File: config.mk
export PLATFORM = sky130hd
export DESIGN_NAME = qsfp_port_top
export DESIGN_NICKNAME = d
export VERILOG_FILES = /design/src/qsfp_pkg.sv /design/src/apb_regport_bridge.sv /design/src/lane_io_regs.sv /design/src/lane_stream_path.sv /design/src/qsfp_port_top.sv /design/src/regport_resp_mux.sv
export SDC_FILE = /design/constraint.sdc
export NUM_CORES = 1
export LEC_CHECK = 0
export BUFFER_PORTS_ARGS = -buffer_cell sky130_fd_sc_hd__buf_2
export CAP_MARGIN = 20
export CORE_AREA = 2 2 503 505
export CTS_BUF_LIST = sky130_fd_sc_hd__clkbuf_2
export DETAILED_ROUTE_END_ITERATION = 12
export DIE_AREA = 0 0 505 507
export SETUP_SLACK_MARGIN = 0.5
export SKIP_LAST_GASP = 1
export SYNTH_ARGS = -nofsm -noshare
export SYNTH_HDL_FRONTEND = slang
export SYNTH_SLANG_ARGS = --single-unit
export TNS_END_PERCENT = 30
File: constraint.sdc
create_clock -name bus_clk_i -period 3.3 [get_ports bus_clk_i]
set_input_delay 0.165 -clock bus_clk_i [delete_from_list [all_inputs] [get_ports bus_clk_i]]
set_output_delay 0.165 -clock bus_clk_i [all_outputs]
set_load 0.01 [all_outputs]
File: src/qsfp_pkg.sv
package qsfp_pkg;

  // ----------------------------------------------------------
  // Port geometry and register port widths
  // ----------------------------------------------------------
  localparam int NUM_LANES    = 4;
  localparam int REG_DW       = 32;
  localparam int REG_AW       = 16;
  // Lane field sits at the top two address bits, 16 KB per lane
  localparam int LANE_SEL_LSB = 14;
  // Window field is the two bits just below the lane field
  localparam int WIN_LSB      = 12;

  // Window bases inside one lane slot
  localparam logic [LANE_SEL_LSB-1:0] WIN_IO     = 14'h0000;
  localparam logic [LANE_SEL_LSB-1:0] WIN_STREAM = 14'h1000;

  // Io window offsets
  localparam logic [WIN_LSB-1:0] REG_PORT_INFO = 12'h000;
  localparam logic [WIN_LSB-1:0] REG_SCRATCH   = 12'h004;
  localparam logic [WIN_LSB-1:0] REG_CTRL      = 12'h008;

  // Stream window offsets
  localparam logic [WIN_LSB-1:0] REG_RX_FRAMES = 12'h000;
  localparam logic [WIN_LSB-1:0] REG_TX_FRAMES = 12'h004;

  // Protocol mode of one lane, reported in port info bits 15:8
  typedef enum logic [7:0] {
    LANE_DISABLED = 8'd0,
    LANE_STREAM   = 8'd1
  } lane_mode_e;

  // APB bridge FSM
  typedef enum logic [1:0] {
    ST_IDLE,
    ST_WR_ACK,
    ST_RD_WAIT
  } bridge_state_e;

  // True when addr falls in the given window of the given lane
  function automatic logic win_hit(input logic [REG_AW-1:0]       addr,
                                   input int                      lane,
                                   input logic [LANE_SEL_LSB-1:0] win_base);
    logic lane_ok;
    logic win_ok;
    lane_ok = (addr[REG_AW-1:LANE_SEL_LSB] == (REG_AW-LANE_SEL_LSB)'(lane));
    win_ok  = (addr[LANE_SEL_LSB-1:WIN_LSB] == win_base[LANE_SEL_LSB-1:WIN_LSB]);
    return lane_ok && win_ok;
  endfunction

endpackage

File: src/apb_regport_bridge.sv
module apb_regport_bridge
  import qsfp_pkg::*;
#(
  // Cycles a read may wait for a slave before it fails
  parameter int RD_TIMEOUT = 16
) (
  input  logic              bus_clk_i,
  input  logic              rst_n_i,

  // APB slave side
  input  logic              psel_i,
  input  logic              penable_i,
  input  logic              pwrite_i,
  input  logic [REG_AW-1:0] paddr_i,
  input  logic [REG_DW-1:0] pwdata_i,
  output logic [REG_DW-1:0] prdata_o,
  output logic              pready_o,
  output logic              pslverr_o,

  // Register port master side
  output logic              reg_wr_req_o,
  output logic              reg_rd_req_o,
  output logic [REG_AW-1:0] reg_addr_o,
  output logic [REG_DW-1:0] reg_wr_data_o,
  input  logic              rd_resp_i,
  input  logic [REG_DW-1:0] rd_data_i
);

  localparam int CNT_W = $clog2(RD_TIMEOUT + 1);

  bridge_state_e    state;
  logic [CNT_W-1:0] rd_cnt;
  logic             start;
  logic             rd_expired;

  // New access phase; pready_o high means the current one is closing
  assign start      = psel_i && penable_i && !pready_o;
  assign rd_expired = (rd_cnt == CNT_W'(RD_TIMEOUT - 1));

  // ----------------------------------------------------------
  // Control FSM
  // ----------------------------------------------------------
  always_ff @(posedge bus_clk_i or negedge rst_n_i) begin
    if (!rst_n_i) begin
      state        <= ST_IDLE;
      rd_cnt       <= '0;
      reg_wr_req_o <= 1'b0;
      reg_rd_req_o <= 1'b0;
      pready_o     <= 1'b0;
      pslverr_o    <= 1'b0;
    end else begin
      // Request and completion flags are single cycle pulses
      reg_wr_req_o <= 1'b0;
      reg_rd_req_o <= 1'b0;
      pready_o     <= 1'b0;
      pslverr_o    <= 1'b0;
      case (state)
        ST_IDLE: begin
          if (start) begin
            rd_cnt <= '0;
            if (pwrite_i) begin
              reg_wr_req_o <= 1'b1;
              state        <= ST_WR_ACK;
            end else begin
              reg_rd_req_o <= 1'b1;
              state        <= ST_RD_WAIT;
            end
          end
        end
        ST_WR_ACK: begin
          // Writes are posted, ack right away
          pready_o <= 1'b1;
          state    <= ST_IDLE;
        end
        ST_RD_WAIT: begin
          if (rd_resp_i) begin
            pready_o <= 1'b1;
            state    <= ST_IDLE;
          end else if (rd_expired) begin
            // Nobody owns this address
            pready_o  <= 1'b1;
            pslverr_o <= 1'b1;
            state     <= ST_IDLE;
          end else begin
            rd_cnt <= rd_cnt + 1'b1;
          end
        end
        default: state <= ST_IDLE;
      endcase
    end
  end

  // ----------------------------------------------------------
  // Address, write data and read data
  // ----------------------------------------------------------
  always_ff @(posedge bus_clk_i) begin
    if (state == ST_IDLE && start) begin
      reg_addr_o    <= paddr_i;
      reg_wr_data_o <= pwdata_i;
    end
    if (state == ST_RD_WAIT) begin
      // Zero on timeout
      prdata_o <= rd_resp_i ? rd_data_i : '0;
    end
  end

endmodule

File: src/lane_io_regs.sv
module lane_io_regs
  import qsfp_pkg::*;
#(
  parameter logic [7:0] PORTNUM   = 8'd0,
  parameter int         LANE      = 0,
  parameter lane_mode_e LANE_MODE = LANE_DISABLED
) (
  input  logic              bus_clk_i,
  input  logic              rst_n_i,

  // Register port
  input  logic              reg_wr_req_i,
  input  logic              reg_rd_req_i,
  input  logic [REG_AW-1:0] reg_addr_i,
  input  logic [REG_DW-1:0] reg_wr_data_i,
  output logic              rd_resp_o,
  output logic [REG_DW-1:0] rd_data_o,

  // Status
  input  logic              rx_lock_i,
  output logic              link_up_o,
  output logic [REG_DW-1:0] port_info_o
);

  logic [REG_DW-1:0]  scratch;
  logic               link_en;
  logic               hit;
  logic [WIN_LSB-1:0] offset;

  // Port, lane and mode, lowest byte reserved
  assign port_info_o = {PORTNUM, 8'(LANE), LANE_MODE, 8'h00};

  assign hit    = win_hit(reg_addr_i, LANE, WIN_IO);
  assign offset = reg_addr_i[WIN_LSB-1:0];

  // ----------------------------------------------------------
  // Writable registers and link status
  // ----------------------------------------------------------
  always_ff @(posedge bus_clk_i or negedge rst_n_i) begin
    if (!rst_n_i) begin
      scratch   <= '0;
      link_en   <= 1'b0;
      link_up_o <= 1'b0;
    end else begin
      if (reg_wr_req_i && hit) begin
        case (offset)
          REG_SCRATCH: scratch <= reg_wr_data_i;
          REG_CTRL:    link_en <= reg_wr_data_i[0];
          default:     ;
        endcase
      end
      // A disabled lane never reports link
      link_up_o <= rx_lock_i && link_en && (LANE_MODE != LANE_DISABLED);
    end
  end

  // ----------------------------------------------------------
  // Read response
  // ----------------------------------------------------------
  always_ff @(posedge bus_clk_i or negedge rst_n_i) begin
    if (!rst_n_i) begin
      rd_resp_o <= 1'b0;
      rd_data_o <= '0;
    end else begin
      rd_resp_o <= reg_rd_req_i && hit;
      if (reg_rd_req_i && hit) begin
        case (offset)
          REG_PORT_INFO: rd_data_o <= port_info_o;
          REG_SCRATCH:   rd_data_o <= scratch;
          REG_CTRL:      rd_data_o <= {{(REG_DW-1){1'b0}}, link_en};
          default:       rd_data_o <= '0;
        endcase
      end else begin
        // Keep zero so the OR merge stays clean
        rd_data_o <= '0;
      end
    end
  end

endmodule

File: src/lane_stream_path.sv
module lane_stream_path
  import qsfp_pkg::*;
#(
  parameter int         LANE      = 0,
  parameter lane_mode_e LANE_MODE = LANE_DISABLED,
  parameter int         DATA_W    = 64
) (
  input  logic              bus_clk_i,
  input  logic              rst_n_i,

  // Register port
  input  logic              reg_wr_req_i,
  input  logic              reg_rd_req_i,
  input  logic [REG_AW-1:0] reg_addr_i,
  output logic              rd_resp_o,
  output logic [REG_DW-1:0] rd_data_o,

  // Transceiver receive side in, router side out
  input  logic [DATA_W-1:0] mgt_rx_tdata_i,
  input  logic              mgt_rx_tlast_i,
  input  logic              mgt_rx_tvalid_i,
  output logic              mgt_rx_tready_o,
  output logic [DATA_W-1:0] e2v_tdata_o,
  output logic              e2v_tlast_o,
  output logic              e2v_tvalid_o,
  input  logic              e2v_tready_i,

  // Router side in, transceiver transmit side out
  input  logic [DATA_W-1:0] v2e_tdata_i,
  input  logic              v2e_tlast_i,
  input  logic              v2e_tvalid_i,
  output logic              v2e_tready_o,
  output logic [DATA_W-1:0] mgt_tx_tdata_o,
  output logic              mgt_tx_tlast_o,
  output logic              mgt_tx_tvalid_o,
  input  logic              mgt_tx_tready_i,

  output logic              activity_o
);

  logic [REG_DW-1:0] rx_frames;
  logic [REG_DW-1:0] tx_frames;
  logic              rx_beat;
  logic              tx_beat;
  logic              hit;

  // ----------------------------------------------------------
  // Data path
  // ----------------------------------------------------------
  if (LANE_MODE == LANE_STREAM) begin : g_stream
    // Straight wiring, ready comes from the far side
    assign e2v_tdata_o     = mgt_rx_tdata_i;
    assign e2v_tlast_o     = mgt_rx_tlast_i;
    assign e2v_tvalid_o    = mgt_rx_tvalid_i;
    assign mgt_rx_tready_o = e2v_tready_i;
    assign mgt_tx_tdata_o  = v2e_tdata_i;
    assign mgt_tx_tlast_o  = v2e_tlast_i;
    assign mgt_tx_tvalid_o = v2e_tvalid_i;
    assign v2e_tready_o    = mgt_tx_tready_i;
  end else begin : g_disabled
    // Sink every input beat, never present one
    assign e2v_tdata_o     = '0;
    assign e2v_tlast_o     = 1'b0;
    assign e2v_tvalid_o    = 1'b0;
    assign mgt_rx_tready_o = 1'b1;
    assign mgt_tx_tdata_o  = '0;
    assign mgt_tx_tlast_o  = 1'b0;
    assign mgt_tx_tvalid_o = 1'b0;
    assign v2e_tready_o    = 1'b1;
  end

  // Accepted beats on the output sides
  assign rx_beat = e2v_tvalid_o && e2v_tready_i;
  assign tx_beat = mgt_tx_tvalid_o && mgt_tx_tready_i;

  assign hit = win_hit(reg_addr_i, LANE, WIN_STREAM);

  // ----------------------------------------------------------
  // Frame counters and activity
  // ----------------------------------------------------------
  always_ff @(posedge bus_clk_i or negedge rst_n_i) begin
    if (!rst_n_i) begin
      rx_frames  <= '0;
      tx_frames  <= '0;
      activity_o <= 1'b0;
    end else begin
      if (reg_wr_req_i && hit) begin
        // Any write here clears both
        rx_frames <= '0;
        tx_frames <= '0;
      end else begin
        if (rx_beat && e2v_tlast_o) rx_frames <= rx_frames + 1'b1;
        if (tx_beat && mgt_tx_tlast_o) tx_frames <= tx_frames + 1'b1;
      end
      activity_o <= rx_beat || tx_beat;
    end
  end

  // Read response one cycle after the request
  always_ff @(posedge bus_clk_i or negedge rst_n_i) begin
    if (!rst_n_i) begin
      rd_resp_o <= 1'b0;
      rd_data_o <= '0;
    end else begin
      rd_resp_o <= reg_rd_req_i && hit;
      if (reg_rd_req_i && hit) begin
        case (reg_addr_i[WIN_LSB-1:0])
          REG_RX_FRAMES: rd_data_o <= rx_frames;
          REG_TX_FRAMES: rd_data_o <= tx_frames;
          default:       rd_data_o <= '0;
        endcase
      end else begin
        rd_data_o <= '0;
      end
    end
  end

endmodule

File: src/qsfp_port_top.sv
module qsfp_port_top
  import qsfp_pkg::*;
#(
  parameter logic [7:0] PORTNUM                = 8'd0,
  parameter lane_mode_e LANE_MODES [NUM_LANES] = '{default: LANE_DISABLED},
  parameter int         DATA_W                 = 64,
  parameter int         RD_TIMEOUT             = 16
) (
  input  logic                                bus_clk_i,
  input  logic                                rst_n_i,

  // APB register access
  input  logic                                psel_i,
  input  logic                                penable_i,
  input  logic                                pwrite_i,
  input  logic [REG_AW-1:0]                   paddr_i,
  input  logic [REG_DW-1:0]                   pwdata_i,
  output logic [REG_DW-1:0]                   prdata_o,
  output logic                                pready_o,
  output logic                                pslverr_o,

  // Per-lane stream inputs
  input  logic [NUM_LANES-1:0][DATA_W-1:0]    mgt_rx_tdata_i,
  input  logic [NUM_LANES-1:0]                mgt_rx_tlast_i,
  input  logic [NUM_LANES-1:0]                mgt_rx_tvalid_i,
  input  logic [NUM_LANES-1:0]                e2v_tready_i,
  input  logic [NUM_LANES-1:0][DATA_W-1:0]    v2e_tdata_i,
  input  logic [NUM_LANES-1:0]                v2e_tlast_i,
  input  logic [NUM_LANES-1:0]                v2e_tvalid_i,
  input  logic [NUM_LANES-1:0]                mgt_tx_tready_i,

  // Per-lane stream outputs
  output logic [NUM_LANES-1:0]                mgt_rx_tready_o,
  output logic [NUM_LANES-1:0][DATA_W-1:0]    e2v_tdata_o,
  output logic [NUM_LANES-1:0]                e2v_tlast_o,
  output logic [NUM_LANES-1:0]                e2v_tvalid_o,
  output logic [NUM_LANES-1:0]                v2e_tready_o,
  output logic [NUM_LANES-1:0][DATA_W-1:0]    mgt_tx_tdata_o,
  output logic [NUM_LANES-1:0]                mgt_tx_tlast_o,
  output logic [NUM_LANES-1:0]                mgt_tx_tvalid_o,

  // Per-lane status
  input  logic [NUM_LANES-1:0]                rx_lock_i,
  output logic [NUM_LANES-1:0]                link_up_o,
  output logic [NUM_LANES-1:0]                activity_o,
  output logic [NUM_LANES-1:0][REG_DW-1:0]    port_info_o
);

  // Io slaves in the low half, stream slaves in the high half
  localparam int NUM_SLAVES = 2 * NUM_LANES;

  logic                              reg_wr_req;
  logic                              reg_rd_req;
  logic [REG_AW-1:0]                 reg_addr;
  logic [REG_DW-1:0]                 reg_wr_data;
  logic                              rd_resp;
  logic [REG_DW-1:0]                 rd_data;
  logic [NUM_SLAVES-1:0]             sla_rd_resp;
  logic [NUM_SLAVES-1:0][REG_DW-1:0] sla_rd_data;

  // ----------------------------------------------------------
  // Register access
  // ----------------------------------------------------------
  apb_regport_bridge #(
    .RD_TIMEOUT (RD_TIMEOUT)
  ) i_bridge (
    .bus_clk_i     (bus_clk_i),
    .rst_n_i       (rst_n_i),
    .psel_i        (psel_i),
    .penable_i     (penable_i),
    .pwrite_i      (pwrite_i),
    .paddr_i       (paddr_i),
    .pwdata_i      (pwdata_i),
    .prdata_o      (prdata_o),
    .pready_o      (pready_o),
    .pslverr_o     (pslverr_o),
    .reg_wr_req_o  (reg_wr_req),
    .reg_rd_req_o  (reg_rd_req),
    .reg_addr_o    (reg_addr),
    .reg_wr_data_o (reg_wr_data),
    .rd_resp_i     (rd_resp),
    .rd_data_i     (rd_data)
  );

  regport_resp_mux #(
    .NUM_SLAVES (NUM_SLAVES)
  ) i_resp_mux (
    .bus_clk_i     (bus_clk_i),
    .rst_n_i       (rst_n_i),
    .sla_rd_resp_i (sla_rd_resp),
    .sla_rd_data_i (sla_rd_data),
    .mst_rd_resp_o (rd_resp),
    .mst_rd_data_o (rd_data)
  );

  // ----------------------------------------------------------
  // Lanes
  // ----------------------------------------------------------
  for (genvar lane = 0; lane < NUM_LANES; lane++) begin : g_lane

    lane_io_regs #(
      .PORTNUM   (PORTNUM),
      .LANE      (lane),
      .LANE_MODE (LANE_MODES[lane])
    ) i_io_regs (
      .bus_clk_i     (bus_clk_i),
      .rst_n_i       (rst_n_i),
      .reg_wr_req_i  (reg_wr_req),
      .reg_rd_req_i  (reg_rd_req),
      .reg_addr_i    (reg_addr),
      .reg_wr_data_i (reg_wr_data),
      .rd_resp_o     (sla_rd_resp[lane]),
      .rd_data_o     (sla_rd_data[lane]),
      .rx_lock_i     (rx_lock_i[lane]),
      .link_up_o     (link_up_o[lane]),
      .port_info_o   (port_info_o[lane])
    );

    lane_stream_path #(
      .LANE      (lane),
      .LANE_MODE (LANE_MODES[lane]),
      .DATA_W    (DATA_W)
    ) i_stream (
      .bus_clk_i       (bus_clk_i),
      .rst_n_i         (rst_n_i),
      .reg_wr_req_i    (reg_wr_req),
      .reg_rd_req_i    (reg_rd_req),
      .reg_addr_i      (reg_addr),
      .rd_resp_o       (sla_rd_resp[NUM_LANES+lane]),
      .rd_data_o       (sla_rd_data[NUM_LANES+lane]),
      .mgt_rx_tdata_i  (mgt_rx_tdata_i[lane]),
      .mgt_rx_tlast_i  (mgt_rx_tlast_i[lane]),
      .mgt_rx_tvalid_i (mgt_rx_tvalid_i[lane]),
      .mgt_rx_tready_o (mgt_rx_tready_o[lane]),
      .e2v_tdata_o     (e2v_tdata_o[lane]),
      .e2v_tlast_o     (e2v_tlast_o[lane]),
      .e2v_tvalid_o    (e2v_tvalid_o[lane]),
      .e2v_tready_i    (e2v_tready_i[lane]),
      .v2e_tdata_i     (v2e_tdata_i[lane]),
      .v2e_tlast_i     (v2e_tlast_i[lane]),
      .v2e_tvalid_i    (v2e_tvalid_i[lane]),
      .v2e_tready_o    (v2e_tready_o[lane]),
      .mgt_tx_tdata_o  (mgt_tx_tdata_o[lane]),
      .mgt_tx_tlast_o  (mgt_tx_tlast_o[lane]),
      .mgt_tx_tvalid_o (mgt_tx_tvalid_o[lane]),
      .mgt_tx_tready_i (mgt_tx_tready_i[lane]),
      .activity_o      (activity_o[lane])
    );

  end

endmodule

File: src/regport_resp_mux.sv
module regport_resp_mux
  import qsfp_pkg::*;
#(
  parameter int NUM_SLAVES = 8
) (
  input  logic                                bus_clk_i,
  input  logic                                rst_n_i,
  input  logic [NUM_SLAVES-1:0]               sla_rd_resp_i,
  input  logic [NUM_SLAVES-1:0][REG_DW-1:0]   sla_rd_data_i,
  output logic                                mst_rd_resp_o,
  output logic [REG_DW-1:0]                   mst_rd_data_o
);

  logic              any_resp;
  logic [REG_DW-1:0] any_data;

  // ----------------------------------------------------------
  // OR merge, idle slaves drive zero data
  // ----------------------------------------------------------
  always_comb begin
    any_resp = 1'b0;
    any_data = '0;
    for (int i = 0; i < NUM_SLAVES; i++) begin
      any_resp = any_resp | sla_rd_resp_i[i];
      any_data = any_data | sla_rd_data_i[i];
    end
  end

  // One register stage toward the bridge
  always_ff @(posedge bus_clk_i or negedge rst_n_i) begin
    if (!rst_n_i) begin
      mst_rd_resp_o <= 1'b0;
      mst_rd_data_o <= '0;
    end else begin
      mst_rd_resp_o <= any_resp;
      mst_rd_data_o <= any_data;
    end
  end

endmodule

After elaboration in Yosys (flattened, before gate mapping):

Index checks and enable logic that the tools add are counted.

* reductions and logical operators: 39
* $add $sub $neg: 1
* equality and inequality tests: 13
* bitwise gates (word level): 10
* muxes and demuxes: 28

Operators by type and width (number)
* $pmux W32 S3: 3
* $mux W32: 4
* $or A32 B32 Y32: 3
* $pmux W32 S2: 1
* $logic_and A1 B1 Y1: 23
* $reduce_and A2 Y1: 9
* $mux W5: 3
* $eq A12 B3 Y1 const B: 1
* $eq A12 B4 Y1 const B: 1
* $logic_not A12 Y1: 1
* $mux W1: 10
* $pmux W5 S2: 1
* $mux W2: 4
* $or A1 B1 Y1: 7
* $eq A2 B1 Y1 const B: 3
* $eq A2 B2 Y1 const B: 3
* $logic_not A2 Y1: 3
* $add A5 B1 Y5 const B: 1
* $eq A5 B4 Y1 const B: 1
* $ne A2 B2 Y1 const B: 2
* $pmux W2 S2: 1
* $reduce_and A4 Y1: 1
* $ne A3 B1 Y1 const B: 1
* $ne A2 B1 Y1 const B: 1
* 3 further kinds: 3

* logic and storage cells: 122
* bits in registers: 392

Longest topological paths before layout:

Gate-level depths: netlist (run 1).

* depth in word-level cells: 7
* mapped depth: 7
* depth with buffers taken out: 7

Hierarchy:

Synthesis (run 1) repeated with hierarchy kept, for this count alone.

* cell total of the unflattened synthesis: 1749
* area total of the unflattened synthesis: 20482.1 sq um

By module, submodules not included
* lane_io_regs (g_lane[1].i_io_regs ...): area each 2638.8 sq um, instances 2, cells each 188, seq. area each 1651.6 sq um
* apb_regport_bridge: area each 3325.7 sq um, instances 1, cells each 177, seq. area each 2677.6 sq um
* lane_io_regs (g_lane[3].i_io_regs): area each 2643.8 sq um, instances 1, cells each 189, seq. area each 1651.6 sq um
* lane_stream_path (g_lane[1].i_stream ...): area each 1318.8 sq um, instances 2, cells each 172, seq. area each 25.0 sq um
* lane_io_regs (g_lane[0].i_io_regs): area each 2631.3 sq um, instances 1, cells each 187, seq. area each 1651.6 sq um
* regport_resp_mux: area each 1362.6 sq um, instances 1, cells each 132, seq. area each 825.8 sq um
* lane_stream_path (g_lane[3].i_stream): area each 1303.8 sq um, instances 1, cells each 172, seq. area each 25.0 sq um
* lane_stream_path (g_lane[0].i_stream): area each 1300.0 sq um, instances 1, cells each 172, seq. area each 25.0 sq um

Least setup slack after synthesis (run 1):

OpenSTA, ideal clock, no wires.

* path type: register to register
* start: reg i_bridge.state[0]
* end: reg i_bridge.rd_cnt[1]
* path slack: 0.568 ns
* arrival: 2.609 ns
* clock period less this slack: 2.732 ns
* cell stages (with the launch flop): 7
* cells stage by stage: dfrtp_1 > inv_1 > ha_1 > nor3b_1 > a21boi_1 > inv_1 > o221a_2

* word-level cells in the longest chain between the ends: 3

RTL lines
* start, declared: RTL line apb_regport_bridge.sv:31 `bridge_state_e state;`
* start signal, assigned: RTL line apb_regport_bridge.sv:45 `state <= ST_IDLE;`
* start signal, assigned: RTL line apb_regport_bridge.sv:63 `state <= ST_WR_ACK;`
* start signal, assigned: RTL line apb_regport_bridge.sv:66 `state <= ST_RD_WAIT;`
* $eq A2 B2 Y1 or $logic_not A2 Y1 (tied branches): RTL line apb_regport_bridge.sv:57 `case (state)`
* $ne A2 B2 Y1 (no source line) (tied with other cells)
* $reduce_and A4 Y1 (no source line)
* end signal, assigned: RTL line apb_regport_bridge.sv:85 `rd_cnt <= rd_cnt + 1'b1;`
* end, declared: RTL line apb_regport_bridge.sv:32 `logic [CNT_W-1:0] rd_cnt;`

Several ways; a longest one is shown, not always the timed one.
A chain may end at the register's enable or synchronous reset.

Worst setup path after layout (run 1):

* start: reg i_bridge.pready_o
* end: reg i_bridge.reg_rd_req_o

* word-level cells in the longest chain between the ends: 4

RTL lines
* start, declared: RTL line apb_regport_bridge.sv:17 `output logic pready_o,`
* start signal, assigned: RTL line apb_regport_bridge.sv:49 `pready_o <= 1'b0;`
* start signal, assigned: RTL line apb_regport_bridge.sv:55 `pready_o <= 1'b0;`
* start signal, assigned: RTL line apb_regport_bridge.sv:72 `pready_o <= 1'b1;`
* $logic_not A1 Y1: RTL line apb_regport_bridge.sv:37 `assign start = psel_i && penable_i && !pready_o;`
* $logic_and A1 B1 Y1: RTL line apb_regport_bridge.sv:37
* $mux W1: RTL line apb_regport_bridge.sv:59 `if (start) begin`
* $mux W1: RTL line apb_regport_bridge.sv:57
* end signal, assigned: RTL line apb_regport_bridge.sv:48 `reg_rd_req_o <= 1'b0;`
* end signal, assigned: RTL line apb_regport_bridge.sv:54 `reg_rd_req_o <= 1'b0;`
* end signal, assigned: RTL line apb_regport_bridge.sv:65 `reg_rd_req_o <= 1'b1;`
* end, declared: RTL line apb_regport_bridge.sv:22 `output logic reg_rd_req_o,`

Every way passes these cells.

==> flow_summary.json, run 1 <==
{
  "peakVddDrop_mv": 0.319,
  "cts_max_level": 3,
  "maxCapViolations": 0,
  "final_nets": 2393,
  "syn_area_per_cell_um2": 12.4,
  "layout_commonest_cell": "conb_1",
  "slew_headroom_pct": 57.1,
  "viasPerCell": 1.85,
  "seq_area_frac_synth_pct": 54.4,
  "numPortBuffers": 86,
  "max_freq_ghz": 0.392,
  "path_cells": "and3b_1 -> dlygate4sd3_1 -> and2_2 -> buf_12 -> nor2b_1 -> dlygate4sd3_1",
  "cts_tree": "yes",
  "synth_area_leaders": "dfrtp_1 42%, buf_4 27%, edfxtp_1 13%",
  "r2r_slack_ps": 750,
  "wl_met3_um": 2730,
  "setup-violations-final": 0,
  "core_um2": 250000,
  "timing.rr.start": "i_bridge.pready_o",
  "cts_setup_buffers": 0,
  "cts_made_buffers": 93,
  "met1_length_um": 15000,
  "path_delay_family": "buffers and inverters",
  "antenna_found_initial": 7,
  "drtAntennaViolNets": 0,
  "cp_num_buf_inv": 3,
  "worstSetupEndpointType": "register",
  "skew_ps": 148,
  "wire_per_inst_um": 7.45,
  "dieArea_um2": 256000,
  "path_class": "reg2reg",
  "crit_fanout": 50,
  "clockBufferDepth": 3,
  "period_share_pct": 77.2,
  "crit_required_ps": 4420,
  "powerDensity_nw_per_um2": 429,
  "final_cell_mix": "672 x conb_1, 312 x dfrtp_1, 130 x clkbuf_2, 107 x dlygate4sd3_1, 96 x mux2_2",
  "p_leak_uw": 0.0108,
  "cts_sinks": 392,
  "wl_met2_um": 20000,
  "yosysTopAreaCell": "dfrtp_1",
  "drtIter0Drc": 323,
  "cp_slowest_cell": "dlygate4sd3_1",
  "cp-start-kind": "register",
  "cp.arrival_ps": 3660,
  "cts-root-buf": "clkbuf_2",
  "die_h_um": 507,
  "netlist_instances": 1519,
  "core.rowCount": 184,
  "synth_seq_cells": 392,
  "clkLatencyLatePin_ps": 1170,
  "io-pin-count": 1299,
  "post-place-ws_ps": 899,
  "grt_pass1_wl_um": 55600,
  "drv_slew": 0,
  "synth_cell_types": 44,
  "grt_pass1_vias": 9122,
  "grt_overflow": 0,
  "dpl.hpwl_um": 26200,
  "fin_crit_ps": 2550,
  "hold_path.class": "in2async",
  "wl_um": 38900,
  "worstMarginPinSlew_ps": 635,
  "start_util_pct": 7.49,
  "layout-drive-gt1-share_pct": 20.0,
  "finalSetupTns_ps": 0,
  "status": "finished, final reports clean",
  "gp_congestion": 0.668,
  "area_growth_pct": 22.7,
  "syn_area_um2": 18800,
  "finalWorstSetupSlack_ps": 751,
  "grt.total_usage_pct": 2.85,
  "reg2reg_depth": 6,
  "num_vias": 9670,
  "reg2reg_to": "i_bridge.reg_rd_req_o",
  "rsz0062_at_grt": "no",
  "hold_viol_final": 0,
  "grt_max_degree": 112,
  "yosysWarnings": 0,
  "clkTransAtPathRegs_ps": 110,
  "path_common_cell": "dlygate4sd3_1",
  "drtPass1Iterations": 4,
  "synth_top_area_share_pct": 41.6,
  "die_width_um": 505,
  "top_layer_used": "met4",
  "cp_slowest_stage_delay_ps": 660,
  "drc": 0
}
[sequential cells by signal, indices dropped and copies added (netlist names)]
name	flops
g_lane.i_io_regs.link_en	4
g_lane.i_io_regs.rd_data_o	128
g_lane.i_io_regs.rd_resp_o	4
g_lane.i_io_regs.scratch	128
g_lane.i_stream.rd_resp_o	4
i_bridge.prdata_o	32
i_bridge.pready_o	1
i_bridge.pslverr_o	1
i_bridge.rd_cnt	5
i_bridge.reg_addr_o	16
i_bridge.reg_rd_req_o	1
i_bridge.reg_wr_data_o	32
i_bridge.reg_wr_req_o	1
i_bridge.state	2
i_resp_mux.mst_rd_data_o	32
i_resp_mux.mst_rd_resp_o	1
[cell usage after synthesis, drive strengths merged]
cell type  count
a21o           1
a221oi         2
a22o           3
mux2         132
dfrtp        312
nor3b          2
or2            4
nor4b          2
nand2          7
ha             5
buf          684
nor3           7
a21boi         1
edfxtp        80
nand4          3
or3b           1
nor4bb         1
a21oi          2
nand3b         2
a22oi          4
or3            1
o21a           2
and3b          2
nor2          18
inv            9
clkbuf        23
nand2b         2
conb           2
and3          64
nand3          2
nor2b          4
nor4           4
mux2i          2
and2          93
o221a          1
or4           32
o21ai          3
[layer usage]
metal	vias up	GRT usage, %
met3	84	0.739
met2	578	5.01
met4	0	1.30
met5	-	0
met1	4720	3.21
li1	4288	-
[where the power goes]
group / total [uW] / internal (uW) / leakage [uW] / switching, uW
logic: 1120 / 291 / 0.00502 / 826
registers: 5390 / 5220 / 0.00511 / 171
clock network: 3380 / 1350 / 0.000681 / 2030
total: 9890 / 6860 / 0.0108 / 3030
[per-stage QoR]
stage | total power (uW) | cells | cell area [um^2] | hold WS (ps) | util, %
after detailed placement | 6510 | 4940 | 21000 | 195 | 8.38
after floorplan | 6610 | 2189 | 21300 | -131 | -
after global placement | 6490 | 4940 | 21000 | 182 | 8.38
after CTS | 10100 | 5219 | 23000 | 40.7 | 9.19
after global routing | 10500 | 5221 | 23000 | 138 | 9.19
final | 9890 | 5223 | 23000 | 219 | 9.19
[worst max path at each step]
stage	cells past startpoint	slack, ps	endpoint	startpoint
after detailed placement	5	900	g_lane[2].i_io_regs.rd_data_o[24]	i_bridge.reg_addr_o[13]
after CTS	6	670	i_bridge.reg_rd_req_o	i_bridge.pready_o
after global placement	5	920	g_lane[2].i_io_regs.rd_data_o[26]	i_bridge.reg_addr_o[13]
after global routing	6	560	i_bridge.reg_rd_req_o	i_bridge.pready_o
after floorplan	6	570	i_bridge.rd_cnt[1]	i_bridge.state[0]
final	6	750	i_bridge.reg_rd_req_o	i_bridge.pready_o
[cell families (layout without fill, tap and decap cells)]
logic type               after synthesis  count (layout)  synth area share, %
adder cells (fa/ha/maj)                5               5                0.333
other                                  2             676               0.0400
AO/OA/AOI/OAI                         19              19                0.747
flip-flops                           392             392                 54.4
AND/OR/NAND/NOR                      251             251                 8.59
multiplexers                         134             134                 8.03
buffers and inverters                716             398                 27.9
[what timing repair did]
item	in CTS	in global routing
endpoints found under the setup margin	0	0
endpoints found under the hold margin	414	0
resized for setup	0	0
hold buffers	108	0
[cell type report]
class                   instances  area, um^2
diodes                          4        10.0
clock buffers                 130         651
clock inverters                41         278
fillers                     28900      227000
inverters                       9        33.8
multi-input cells            1081        5890
flip-flops and latches        392       10200
well taps                    3348        4190
repair buffers                218        1770
[worst register-to-register path, cell delays in order, from the launching register on]
cell,delay (ps)
dfrtp_1,420
and3b_1,220
dlygate4sd3_1,660
and2_2,210
buf_12,260
nor2b_1,180
dlygate4sd3_1,550
No activity file was read; power rests on OpenSTA's default activity.
==> run 2: changes to the inputs <==
==> constraint.sdc (replaced) <==
create_clock -name bus_clk_i -period 2.1 [get_ports bus_clk_i]
set_input_delay 0.105 -clock bus_clk_i [delete_from_list [all_inputs] [get_ports bus_clk_i]]
set_output_delay 0.105 -clock bus_clk_i [all_outputs]
set_load 0.01 [all_outputs]
==> run 2 against run 1 <==
Compared with the run above: the run now ends with setup timing left; via count rose by 3.2%; clock power grew 58%; critical endpoint is now g_lane[2].i_io_regs.scratch[10]; final cell count is 1.1% higher; clock-buffer cell count increased by 5.
==> flow_summary.json, run 2 (synthesized netlist as in run 1, its figures left out) <==
{
  "period_share_pct": 102,
  "status": "complete, but fails checks",
  "cp-start-kind": "register",
  "die_width_um": 505,
  "cts_made_buffers": 95,
  "powerDensity_nw_per_um2": 640,
  "drc": 0,
  "layout-drive-gt1-share_pct": 24.9,
  "crit_fanout": 8,
  "viasPerCell": 1.89,
  "cp_slowest_stage_delay_ps": 450,
  "drv_slew": 0,
  "area_growth_pct": 30.7,
  "maxCapViolations": 0,
  "drtAntennaViolNets": 0,
  "antenna_found_initial": 9,
  "timing.rr.start": "i_bridge.reg_addr_o[3]",
  "fillerInstances": 28700,
  "crit_required_ps": 3100,
  "cts_max_level": 3,
  "dpl_cell_area_um2": 21400,
  "grt_overflow": 0,
  "grt.total_usage_pct": 3.02,
  "layout_commonest_cell": "conb_1",
  "gp_congestion": 0.694,
  "final_nets": 2455,
  "max_freq_ghz": 0.467,
  "worstSetupEndpointType": "register",
  "whs_ps": 244,
  "clkTransAtPathRegs_ps": 100,
  "core.rowCount": 184,
  "wire_per_inst_um": 8.10,
  "cp.arrival_ps": 3150,
  "dieArea_um2": 256000,
  "peakVddDrop_mv": 0.543,
  "dpl.hpwl_um": 26000,
  "core_um2": 250000,
  "grt_max_degree": 80,
  "worstHoldStart": "penable_i",
  "cts_sinks": 392,
  "cts-root-buf": "clkbuf_2",
  "slew_headroom_pct": 53.8,
  "drtPass1Iterations": 4,
  "worstMarginPinSlew_ps": 693,
  "io-pin-count": 1299,
  "finalWorstSetupSlack_ps": -42.8,
  "clkLatencyLatePin_ps": 1110,
  "cts_tree": "yes",
  "reg2reg_to": "g_lane[2].i_io_regs.scratch[10]",
  "num_vias": 9977,
  "numPortBuffers": 86,
  "final_cell_mix": "672 x conb_1, 312 x dfrtp_1, 135 x clkbuf_2, 104 x dlygate4sd3_1",
  "r2r_slack_ps": -40,
  "drtIter0Drc": 377,
  "hold_depth": 6,
  "die_h_um": 507,
  "hold_path.class": "in2reg",
  "path_class": "reg2reg",
  "p_leak_uw": 0.0114,
  "cp_slowest_cell": "edfxtp_1",
  "path_cells": "nor4b_4 -> nand4_4 -> buf_12 -> nor2_4 -> buf_12 -> buf_16 -> buf_8 -> mux2_2",
  "violations": "setup timing",
  "hold_viol_final": 0,
  "skew_ps": 104,
  "grt_pass1_vias": 9460,
  "wl_um": 42800,
  "start_util_pct": 7.49,
  "fin_crit_ps": 2140,
  "clockBufferDepth": 3,
  "post-place-ws_ps": -37.7,
  "path_common_cell": "buf_12",
  "rsz0062_at_grt": "yes",
  "reg2reg_depth": 8,
  "final_area_um2": 24500,
  "setup-violations-final": 39,
  "largestRegisters": "g_lane.i_io_regs.rd_data_o (128), g_lane.i_io_regs.scratch (128)",
  "holdPathEnd": "i_bridge.rd_cnt[3]",
  "grt_pass1_wl_um": 58400
}
-- run 2: routing by layer --
layer  vias to the layer above  track usage (%)  share of wire [%]
li1                       4408                -                  -
met3                        76            0.779                6.9
met4                         4             1.41                2.7
met5                         -                0              0.072
met2                       588             5.29                 52
met1                      4901             3.40                 39
-- run 2: critical path: cells and delay by family, from the launching register on --
| kind | cells | cell delay (ps) |
|---|---|---|
| DFF | 1 | 450 |
| and+or+nand+nor | 3 | 690 |
| muxes | 1 | 320 |
| buffers and inverters | 4 | 620 |
-- run 2: worst max path at each step --
stage                                  from                              end  cells after the start
global placement     i_bridge.reg_addr_o[3]  g_lane[0].i_io_regs.scratch[18]                      5
floorplan           i_bridge.reg_addr_o[10]  g_lane[0].i_io_regs.scratch[10]                      5
detailed placement   i_bridge.reg_addr_o[3]   g_lane[0].i_io_regs.scratch[7]                      5
CTS                    i_bridge.prdata_o[0]                      prdata_o[0]                      1
global route         i_bridge.reg_addr_o[6]  g_lane[2].i_io_regs.scratch[25]                      7
finish               i_bridge.reg_addr_o[3]  g_lane[2].i_io_regs.scratch[10]                      8
-- run 2: where the power goes --
group	total (uW)	switching, uW	internal, uW
sequential	8520	321	8200
clock	5340	3090	2250
combinational	1850	1300	547
total	15700	4710	11000
-- run 2: timing repair --
action | in CTS | in global routing
setup endpoints to repair | 317 | 340
buffers inserted | 23 | 9
hold endpoints to repair | 417 | 0
hold buffers | 104 | 0
pin swaps | 5 | 18
gates resized for setup | 53 | 68
cloned | 10 | 5
-- run 2: layout make-up --
class / instances / area [um^2] / share of cell area, %
antenna: 4 / 10.0 / 0.0408
clock buffer: 135 / 676 / 2.75
clock inverter: 35 / 264 / 1.08
inverter: 9 / 33.8 / 0.138
multi-input combinational: 1081 / 6310 / 25.7
sequential: 392 / 10200 / 41.6
tap: 3348 / 4190 / 17.1
timing repair buffer: 278 / 2840 / 11.6
-- run 2: stage by stage --
stage / utilization (%) / total power (uW) / std cells / setup TNS [ps]
floorplan: - / 10500 / 2189 / 0
global placement: 8.54 / 10300 / 4957 / 0
detailed placement: 8.54 / 10300 / 4957 / -407
CTS: 9.61 / 16000 / 5264 / -3160
global route: 9.79 / 16600 / 5279 / -11640
finish: 9.79 / 15700 / 5282 / -670
